File: src/hdl/rsPkg.sv
package rsPkg;

    localparam int dataWidth = 32;
    localparam int nameWidth = 5;
    localparam int opWidth = 4;
    localparam int rsSize = 8;
    localparam int slotWidth = 3;
    localparam int unitWidth = 2;
    localparam int tagWidth = unitWidth + slotWidth;

    // producer units encoded in the upper tag bits
    localparam logic [unitWidth-1:0] unitNone = 2'd0;
    localparam logic [unitWidth-1:0] unitAlu = 2'd1;
    localparam logic [unitWidth-1:0] unitLs = 2'd2;

    // operand already holds a value
    localparam logic [tagWidth-1:0] tagFree = {unitNone, {slotWidth{1'b0}}};
    localparam logic [dataWidth-1:0] dataFree = '0;
    localparam logic [nameWidth-1:0] nameFree = '0;

    localparam logic [opWidth-1:0] opNop = 4'd0;
    localparam logic [opWidth-1:0] opAdd = 4'd1;
    localparam logic [opWidth-1:0] opSub = 4'd2;
    localparam logic [opWidth-1:0] opAnd = 4'd3;
    localparam logic [opWidth-1:0] opOr = 4'd4;
    localparam logic [opWidth-1:0] opXor = 4'd5;
    localparam logic [opWidth-1:0] opSll = 4'd6;
    localparam logic [opWidth-1:0] opSrl = 4'd7;
    localparam logic [opWidth-1:0] opSlt = 4'd8;
    // operand one plus immediate, immediate is pc or offset
    localparam logic [opWidth-1:0] opAddImm = 4'd9;

    typedef struct packed {
        logic [unitWidth-1:0] unit;
        logic [slotWidth-1:0] slot;
    } rsTagFields_s;

    // raw for tag compares, fields for slot decode and tag building
    typedef union packed {
        logic [tagWidth-1:0] raw;
        rsTagFields_s fields;
    } rsTag_u;

endpackage

File: src/hdl/rsEntry.sv
`timescale 1ns/1ns

module rsEntry (
    input  logic                          clk,
    input  logic                          rst,
    input  logic                          aluValid,
    input  rsPkg::rsTag_u                 aluTag,
    input  logic [rsPkg::dataWidth-1:0]   aluData,
    input  logic                          lsValid,
    input  rsPkg::rsTag_u                 lsTag,
    input  logic [rsPkg::dataWidth-1:0]   lsData,
    input  logic                          allocEn,
    input  logic [rsPkg::dataWidth-1:0]   allocOperandO,
    input  logic [rsPkg::dataWidth-1:0]   allocOperandT,
    input  rsPkg::rsTag_u                 allocTagO,
    input  rsPkg::rsTag_u                 allocTagT,
    input  rsPkg::rsTag_u                 allocTagW,
    input  logic [rsPkg::nameWidth-1:0]   allocName,
    input  logic [rsPkg::opWidth-1:0]     allocOp,
    input  logic [rsPkg::dataWidth-1:0]   allocImm,
    input  logic                          occupied,
    output logic                          ready,
    output logic [rsPkg::dataWidth-1:0]   issueOperandO,
    output logic [rsPkg::dataWidth-1:0]   issueOperandT,
    output logic [rsPkg::opWidth-1:0]     issueOp,
    output logic [rsPkg::nameWidth-1:0]   issueName,
    output logic [rsPkg::dataWidth-1:0]   issueImm
);

    rsPkg::rsTag_u tagO;
    rsPkg::rsTag_u tagT;
    logic [rsPkg::dataWidth-1:0] dataO;
    logic [rsPkg::dataWidth-1:0] dataT;
    logic [rsPkg::opWidth-1:0] opReg;
    logic [rsPkg::nameWidth-1:0] nameReg;
    logic [rsPkg::dataWidth-1:0] immReg;

    logic load;
    rsPkg::rsTag_u srcTagO;
    rsPkg::rsTag_u srcTagT;
    logic [rsPkg::dataWidth-1:0] srcDataO;
    logic [rsPkg::dataWidth-1:0] srcDataT;
    logic [1:0] hitO;
    logic [1:0] hitT;
    rsPkg::rsTag_u nextTagO;
    rsPkg::rsTag_u nextTagT;
    logic [rsPkg::dataWidth-1:0] nextDataO;
    logic [rsPkg::dataWidth-1:0] nextDataT;

    // {alu hit, ls hit} for one operand tag
    function automatic logic [1:0] matchBroadcast(input rsPkg::rsTag_u tag);
        logic aluHit;
        logic lsHit;
        aluHit = aluValid && (tag.raw == aluTag.raw);
        lsHit = lsValid && (tag.raw == lsTag.raw);
        return {aluHit, lsHit};
    endfunction

    // only ALU destination tags belong in this station
    assign load = allocEn && (allocTagW.fields.unit == rsPkg::unitAlu);

    // a broadcast in the allocation cycle is caught on the incoming operands
    assign srcTagO = load ? allocTagO : tagO;
    assign srcTagT = load ? allocTagT : tagT;
    assign srcDataO = load ? allocOperandO : dataO;
    assign srcDataT = load ? allocOperandT : dataT;

    assign hitO = matchBroadcast(srcTagO);
    assign hitT = matchBroadcast(srcTagT);

    // alu broadcast wins over load/store
    assign nextTagO = (|hitO) ? rsPkg::tagFree : srcTagO.raw;
    assign nextTagT = (|hitT) ? rsPkg::tagFree : srcTagT.raw;
    assign nextDataO = hitO[1] ? aluData : (hitO[0] ? lsData : srcDataO);
    assign nextDataT = hitT[1] ? aluData : (hitT[0] ? lsData : srcDataT);

    assign ready = occupied && (nextTagO.raw == rsPkg::tagFree)
                   && (nextTagT.raw == rsPkg::tagFree);
    assign issueOperandO = nextDataO;
    assign issueOperandT = nextDataT;
    assign issueOp = opReg;
    assign issueName = nameReg;
    assign issueImm = immReg;

    always_ff @(posedge clk or posedge rst) begin
        if (rst) begin
            tagO <= rsPkg::tagFree;
            tagT <= rsPkg::tagFree;
        end else begin
            tagO <= nextTagO;
            tagT <= nextTagT;
        end
    end

    always_ff @(posedge clk) begin
        dataO <= nextDataO;
        dataT <= nextDataT;
        if (load) begin
            opReg <= allocOp;
            nameReg <= allocName;
            immReg <= allocImm;
        end
    end

endmodule

File: src/hdl/aluRsCtrl.sv
`timescale 1ns/1ns

module aluRsCtrl (
    input  logic                          clk,
    input  logic                          rst,
    input  logic                          allocEn,
    input  rsPkg::rsTag_u                 allocTagW,
    input  logic [rsPkg::rsSize-1:0]      ready,
    input  logic [rsPkg::dataWidth-1:0]   entryOperandO [rsPkg::rsSize],
    input  logic [rsPkg::dataWidth-1:0]   entryOperandT [rsPkg::rsSize],
    input  logic [rsPkg::opWidth-1:0]     entryOp [rsPkg::rsSize],
    input  logic [rsPkg::nameWidth-1:0]   entryName [rsPkg::rsSize],
    input  logic [rsPkg::dataWidth-1:0]   entryImm [rsPkg::rsSize],
    output logic [rsPkg::rsSize-1:0]      slotAlloc,
    output logic [rsPkg::rsSize-1:0]      occupied,
    output logic                          issueValid,
    output logic [rsPkg::dataWidth-1:0]   issueOperandO,
    output logic [rsPkg::dataWidth-1:0]   issueOperandT,
    output logic [rsPkg::opWidth-1:0]     issueOp,
    output logic [rsPkg::nameWidth-1:0]   issueName,
    output logic [rsPkg::dataWidth-1:0]   issueImm,
    output rsPkg::rsTag_u                 issueTag,
    output logic                          full
);

    logic [rsPkg::rsSize-1:0] grant;
    logic [rsPkg::slotWidth-1:0] grantSlot;
    logic grantAny;
    rsPkg::rsTag_u grantTag;

    // one-hot decode of the destination slot
    always_comb begin
        for (int i = 0; i < rsPkg::rsSize; i++) begin
            slotAlloc[i] = allocEn
                           && (allocTagW.fields.unit == rsPkg::unitAlu)
                           && (allocTagW.fields.slot == rsPkg::slotWidth'(i));
        end
    end

    // lowest ready slot
    assign grant = ready & (~ready + 1'b1);
    assign grantAny = |ready;

    always_comb begin
        grantSlot = '0;
        for (int i = 0; i < rsPkg::rsSize; i++) begin
            if (grant[i]) begin
                grantSlot = rsPkg::slotWidth'(i);
            end
        end
    end

    always_comb begin
        grantTag.fields.unit = rsPkg::unitAlu;
        grantTag.fields.slot = grantSlot;
    end

    // issued slot frees, allocated slot fills
    always_ff @(posedge clk or posedge rst) begin
        if (rst) begin
            occupied <= '0;
        end else begin
            occupied <= (occupied & ~grant) | slotAlloc;
        end
    end

    always_ff @(posedge clk or posedge rst) begin
        if (rst) begin
            issueValid <= 1'b0;
            issueTag <= rsPkg::tagFree;
        end else begin
            issueValid <= grantAny;
            if (grantAny) begin
                issueTag <= grantTag;
            end
        end
    end

    always_ff @(posedge clk) begin
        if (grantAny) begin
            issueOperandO <= entryOperandO[grantSlot];
            issueOperandT <= entryOperandT[grantSlot];
            issueOp <= entryOp[grantSlot];
            issueName <= entryName[grantSlot];
            issueImm <= entryImm[grantSlot];
        end
    end

    assign full = &occupied;

endmodule

File: src/hdl/aluUnit.sv
`timescale 1ns/1ns

module aluUnit (
    input  logic                          clk,
    input  logic                          rst,
    input  logic                          issueValid,
    input  logic [rsPkg::dataWidth-1:0]   issueOperandO,
    input  logic [rsPkg::dataWidth-1:0]   issueOperandT,
    input  logic [rsPkg::opWidth-1:0]     issueOp,
    input  logic [rsPkg::nameWidth-1:0]   issueName,
    input  logic [rsPkg::dataWidth-1:0]   issueImm,
    input  rsPkg::rsTag_u                 issueTag,
    output logic                          resultValid,
    output rsPkg::rsTag_u                 resultTag,
    output logic [rsPkg::nameWidth-1:0]   resultName,
    output logic [rsPkg::dataWidth-1:0]   resultData
);

    logic [4:0] shamt;
    logic [rsPkg::dataWidth-1:0] aluOut;

    // shift amount from the low bits of operand two
    assign shamt = issueOperandT[4:0];

    always_comb begin
        case (issueOp)
            rsPkg::opAdd: aluOut = issueOperandO + issueOperandT;
            rsPkg::opSub: aluOut = issueOperandO - issueOperandT;
            rsPkg::opAnd: aluOut = issueOperandO & issueOperandT;
            rsPkg::opOr: aluOut = issueOperandO | issueOperandT;
            rsPkg::opXor: aluOut = issueOperandO ^ issueOperandT;
            rsPkg::opSll: aluOut = issueOperandO << shamt;
            rsPkg::opSrl: aluOut = issueOperandO >> shamt;
            rsPkg::opSlt: begin
                aluOut = ($signed(issueOperandO) < $signed(issueOperandT))
                         ? rsPkg::dataWidth'(1) : rsPkg::dataFree;
            end
            rsPkg::opAddImm: aluOut = issueOperandO + issueImm;
            default: aluOut = rsPkg::dataFree;
        endcase
    end

    always_ff @(posedge clk or posedge rst) begin
        if (rst) begin
            resultValid <= 1'b0;
            resultTag <= rsPkg::tagFree;
            resultName <= rsPkg::nameFree;
        end else begin
            resultValid <= issueValid;
            if (issueValid) begin
                resultTag <= issueTag;
                resultName <= issueName;
            end
        end
    end

    always_ff @(posedge clk) begin
        if (issueValid) begin
            resultData <= aluOut;
        end
    end

endmodule

File: src/hdl/aluRsTop.sv
`timescale 1ns/1ns

module aluRsTop (
    input  logic                          clk,
    input  logic                          rst,
    input  logic                          allocEn,
    input  logic [rsPkg::dataWidth-1:0]   allocOperandO,
    input  logic [rsPkg::dataWidth-1:0]   allocOperandT,
    input  rsPkg::rsTag_u                 allocTagO,
    input  rsPkg::rsTag_u                 allocTagT,
    input  rsPkg::rsTag_u                 allocTagW,
    input  logic [rsPkg::nameWidth-1:0]   allocName,
    input  logic [rsPkg::opWidth-1:0]     allocOp,
    input  logic [rsPkg::dataWidth-1:0]   allocImm,
    input  logic                          lsValid,
    input  rsPkg::rsTag_u                 lsTag,
    input  logic [rsPkg::dataWidth-1:0]   lsData,
    output logic                          full,
    output logic                          resultValid,
    output rsPkg::rsTag_u                 resultTag,
    output logic [rsPkg::nameWidth-1:0]   resultName,
    output logic [rsPkg::dataWidth-1:0]   resultData
);

    logic [rsPkg::rsSize-1:0] slotAlloc;
    logic [rsPkg::rsSize-1:0] occupied;
    logic [rsPkg::rsSize-1:0] ready;
    logic [rsPkg::dataWidth-1:0] entryOperandO [rsPkg::rsSize];
    logic [rsPkg::dataWidth-1:0] entryOperandT [rsPkg::rsSize];
    logic [rsPkg::opWidth-1:0] entryOp [rsPkg::rsSize];
    logic [rsPkg::nameWidth-1:0] entryName [rsPkg::rsSize];
    logic [rsPkg::dataWidth-1:0] entryImm [rsPkg::rsSize];

    logic issueValid;
    logic [rsPkg::dataWidth-1:0] issueOperandO;
    logic [rsPkg::dataWidth-1:0] issueOperandT;
    logic [rsPkg::opWidth-1:0] issueOp;
    logic [rsPkg::nameWidth-1:0] issueName;
    logic [rsPkg::dataWidth-1:0] issueImm;
    rsPkg::rsTag_u issueTag;

    aluRsCtrl ctrl (
        .clk(clk),
        .rst(rst),
        .allocEn(allocEn),
        .allocTagW(allocTagW),
        .ready(ready),
        .entryOperandO(entryOperandO),
        .entryOperandT(entryOperandT),
        .entryOp(entryOp),
        .entryName(entryName),
        .entryImm(entryImm),
        .slotAlloc(slotAlloc),
        .occupied(occupied),
        .issueValid(issueValid),
        .issueOperandO(issueOperandO),
        .issueOperandT(issueOperandT),
        .issueOp(issueOp),
        .issueName(issueName),
        .issueImm(issueImm),
        .issueTag(issueTag),
        .full(full)
    );

    // alu result fed back as second capture source
    for (genvar s = 0; s < rsPkg::rsSize; s++) begin : gEntry
        rsEntry entry (
            .clk(clk),
            .rst(rst),
            .aluValid(resultValid),
            .aluTag(resultTag),
            .aluData(resultData),
            .lsValid(lsValid),
            .lsTag(lsTag),
            .lsData(lsData),
            .allocEn(slotAlloc[s]),
            .allocOperandO(allocOperandO),
            .allocOperandT(allocOperandT),
            .allocTagO(allocTagO),
            .allocTagT(allocTagT),
            .allocTagW(allocTagW),
            .allocName(allocName),
            .allocOp(allocOp),
            .allocImm(allocImm),
            .occupied(occupied[s]),
            .ready(ready[s]),
            .issueOperandO(entryOperandO[s]),
            .issueOperandT(entryOperandT[s]),
            .issueOp(entryOp[s]),
            .issueName(entryName[s]),
            .issueImm(entryImm[s])
        );
    end

    aluUnit alu (
        .clk(clk),
        .rst(rst),
        .issueValid(issueValid),
        .issueOperandO(issueOperandO),
        .issueOperandT(issueOperandT),
        .issueOp(issueOp),
        .issueName(issueName),
        .issueImm(issueImm),
        .issueTag(issueTag),
        .resultValid(resultValid),
        .resultTag(resultTag),
        .resultName(resultName),
        .resultData(resultData)
    );

endmodule

File: config.mk
export PLATFORM = sky130hd
export DESIGN_NAME = aluRsTop
export DESIGN_NICKNAME = d
export VERILOG_FILES = /design/src/hdl/rsPkg.sv /design/src/hdl/rsEntry.sv /design/src/hdl/aluRsCtrl.sv /design/src/hdl/aluUnit.sv /design/src/hdl/aluRsTop.sv
export SDC_FILE = /design/constraint.sdc
export NUM_CORES = 2
export LEC_CHECK = 0
export BUFFER_PORTS_ARGS = -buffer_cell sky130_fd_sc_hd__buf_2
export CORE_ASPECT_RATIO = 0.75
export CORE_MARGIN = 3
export CORE_UTILIZATION = 57
export CTS_CLUSTER_DIAMETER = 80
export DETAILED_ROUTE_END_ITERATION = 12
export PLACE_DENSITY = 0.74
export SLEW_MARGIN = 20
export SYNTH_ARGS = -nofsm -noshare
export SYNTH_HDL_FRONTEND = slang
export SYNTH_SLANG_ARGS = --single-unit
File: constraint.sdc
create_clock -name clk -period 14.27 [get_ports clk]
set_clock_uncertainty 0.1 [all_clocks]
set_input_delay 2.854 -clock clk [delete_from_list [all_inputs] [get_ports clk]]
set_output_delay 2.854 -clock clk [all_outputs]
set_load 0.05 [all_outputs]
==> impl_summary.md <==
Pwr
Of the total power, the share spent switching nets is 0.470. The portion of total power attributed to the clock network is 0.148. The reported leakage power is 28.0 nW. In this run the power density over the cells is 312 nW/µm².

The fraction of power consumed by combinational cells is 0.586. For this design the total switching power over the nets is 10.0 mW. Of the total power, registers draw 0.267. The internal portion of the total power is 11.3 mW.

The worst-case IR drop observed on VDD is 0.410 mV.

Cells and area
The area growth from synthesis to layout is 8.26%. At the end of the flow, the number of nets in the layout was 7360. In the final layout, the share of cells above drive strength 1 is 0.112.

The top cell types in the final layout, fill and taps aside, are 1537 x nand2_1, 812 x o21ai_0, 557 x mux2i_1, 512 x dfxtp_1, 465 x edfxtp_1. The filler cells instantiated in the layout total 9171. The multi-input combinational cells in the finished layout cover a total of 33400 µm². The library cell used most frequently in the layout, excluding fill and tap cells, is nand2_1. Registers take 26800 µm².

Global routing
Across every metal layer, demand over resource in global routing totals 0.417. The first-pass GRT wire length is 361000 µm. The global route total overflow is 0. The via count of the first global-routing pass is 55033. The number of antenna violations at the first check in global routing is 36. Entering global routing, the biggest net connects 127 pins.

Critical path
The library cell appearing most often on the critical path is buf_4. In this design, the stage delay of the slowest critical-path cell is 910 ps. The critical path class is input port to flop. The category of the worst setup path launch point is an input port.

The top fanout value on the critical path is 71. Traced cell by cell, the critical path runs through buf_2 -> and3b_1 -> nand2_4 -> inv_6 -> o221ai_1 -> o2111ai_4 -> buf_4 -> nand2_1 -> o311ai_1 -> nand4_1 -> nor2_1 -> o2bb2ai_4 -> buf_4 -> buf_4 -> mux2_2. Data on the critical path arrives at its endpoint at 10510 ps. The required time at the endpoint of the critical path is 14620 ps. The cell family contributing the most delay on the critical path is buffers and inverters. For this design, the slowest cell found on the critical path is buf_4. The register-to-register setup slack is 7230 ps.

STA classifies the critical path endpoint as a flop. The buffer and inverter count on the worst path is 5.

Worst hold path
The path category of the worst min-delay check is flop to flop.

Timing
Summed over all failing endpoints, the final setup total negative slack is 0 ps. The final-report max-slew violation count came to 0. The post-route fraction of the period consumed by the critical path is 0.712.

Setup violations remaining at the end of the flow were counted as 0. Setup repair after global routing left no endpoint under its margin. At the pin with the least slew margin, the transition time is 1290 ps.

Headroom to the max-slew limit came out at 0.141. Setup slack closes at 4110 ps. The maximum operating frequency is 98.4 MHz. The worst-case hold slack is 379 ps. The final-report hold violation count is 0. The final period demand of the worst path is 10160 ps.

Synth
After synthesis the cells add up to 63200 µm². The most used flip-flop cell after synthesis is dfxtp_1. In this run the mean area of a mapped cell was 8.63 µm². Measured against the total synthesized area, the mux share comes to 0.137. The number of synthesized flops with an enable pin is 465. The share of synthesized area occupied by flip-flops and latches is 0.424.

Synthesis produced a netlist with a net count of 7621. The xor/xnor share of the synthesized area is 0.0229. The main combinational cell family by area after synthesis is simple AND/OR/NAND/NOR gates. The distinct cell type count of the synthesized netlist is 92. The area share of fa/ha/maj cells after synthesis is 0.0260. Counting flops and latches in the post-synthesis netlist gives 1080. Of the total synthesized cell area, the portion taken by AND, OR, NAND and NOR gates is 0.175. The synthesized instance count is 7330. The compound-gate portion of the synthesized area is 0.164. For this run, asynchronously set or reset flops after synthesis account for 0.0954. During synthesis, Yosys emitted a total of 0 warnings.

Die
The floorplan step set the die height to 294 µm. The floorplan has 105 rows. 205 I/O pins were placed. The die boundary width is 391 µm. The core region is 110000 µm². The area enclosed by the die boundary is 115000 µm². For this configuration, the core starts out at a cell density of 0.576.

Clock network
At the later pin of the worst-skew pair, clock insertion delay measures 770 ps. The clock passes through at most 3 buffers. The number of gates resized after CTS was 0.

The clock drives 1080 sinks. The count of H-tree levels built during CTS is 3. Clock-pin slew was measured on the worst setup and hold paths at 60 ps. The clock tree from TritonCTS is yes. The clock root buffer is clkbuf_16.

Clock tree synthesis inserted a total of 109 buffers. The number of hold buffers added after CTS is 0. The number of setup buffers added after CTS is 0.

Route
For this run, design rule violations remaining after detail routing come to 0. The total via count in the routed design is 59119. The count of nets left with antenna violations once routing finished came out at 0. The detailed router's first-iteration violation count is 9172. The aggregate routed wire length is 248000 µm. The first detailed-routing pass ran for 8 iterations.

After detailed routing, the number of vias per cell comes to 6.84. The final routed wire length divided by cell count is 28.6 µm.

Placement
The count of buffers added on input and output ports is 203. The pre-CTS worst setup slack is 3680 ps. After legalization and detailed placement, the total HPWL measured 156000 µm. The global placer's final weighted congestion is 1.05.

Run
The number of max-cap violations is 0.

Outcome
The flow ran to the end, and the final reports show no timing, DRC or antenna violations.
metrics by stage:
stage,util,instance area (µm²),std cells,total power [mW]
floorplan,-,63200,7330,14.2
global placement,0.587,64400,8402,17.4
detailed placement,0.587,64400,8402,17.7
CTS,0.623,68400,8610,20.9
global route,0.624,68400,8633,22.3
finish,0.624,68500,8646,21.4
registers in the layout, indices dropped and copies added, names as in the netlist, 40 cells and up:
name / flops
gEntry.entry.dataO: 256
gEntry.entry.dataT: 256
gEntry.entry.issueImm: 256
gEntry.entry.issueName: 40
gEntry.entry.tagO: 40
gEntry.entry.tagT: 40
area by class of cell:
cell class                      instances  area share
Tap cell                             1444      0.0264
Clock inverter                         59      0.0121
Inverter                              159     0.00927
Antenna cell                           36     0.00132
Multi-Input combinational cell       5406       0.487
Sequential cell                      1080       0.391
Timing Repair Buffer                  313      0.0271
Clock buffer                          149      0.0453
final timing paths:
check | depth (start not counted) | end | from
min | 1 | ctrl.issueTag[3] | ctrl.issueTag[3]
max in group asynchronous | 3 | ctrl.issueValid | rst
min in group asynchronous | 2 | gEntry[0].entry.tagO[4] | rst
max reg2reg | 18 | alu.resultData[28] | ctrl.issueOp[0]
min reg2reg | 1 | ctrl.issueTag[3] | ctrl.issueTag[3]
max | 15 | ctrl.issueImm[13] | allocTagW[4]
cell usage after synthesis, drive strengths merged (114+ instances only):
library cell,number,area (µm²)
nand2,1546,5810
mux2,208,2340
o211ai,114,856
clkbuf,492,1850
ha,128,1600
o21ai,813,4070
nand3,277,1390
a31oi,143,895
edfxtp,465,14000
a21oi,258,1290
buf,193,876
nor2,402,1510
dfxtp,512,10200
xnor2,115,1010
inv,155,582
mux2i,558,5590
per-layer routing:
layer  up-vias  wire length (µm)  track usage
met4         7             16100        0.245
met5         -               126      0.00702
li1      25488                 -            -
met3       947             35900        0.127
met2      4630             99400        0.581
met1     28047             96100        0.569
power by group through the flow:
stage                     sequential, mW  clock, mW  combinational, mW
after global placement              5.68          0               11.7
final                               5.70       3.15               12.5
after global routing                5.74       3.28               13.3
after detailed placement            5.70          0               12.0
after floorplan                     5.41          0               8.80
after CTS                           5.65       3.16               12.1
cells by family (layout without fill, tap and decap cells):
family	count (synthesis)	count (layout)
other	1	37
xor gates and xnor gates	165	165
AOI/OAI and AO/OA	1716	1716
buffers and inverters	844	680
DFF	1080	1080
and+or+nand+nor	2596	2596
muxes	798	798
adders and majority gates	130	130
Power figures use the tool's default switching activity.
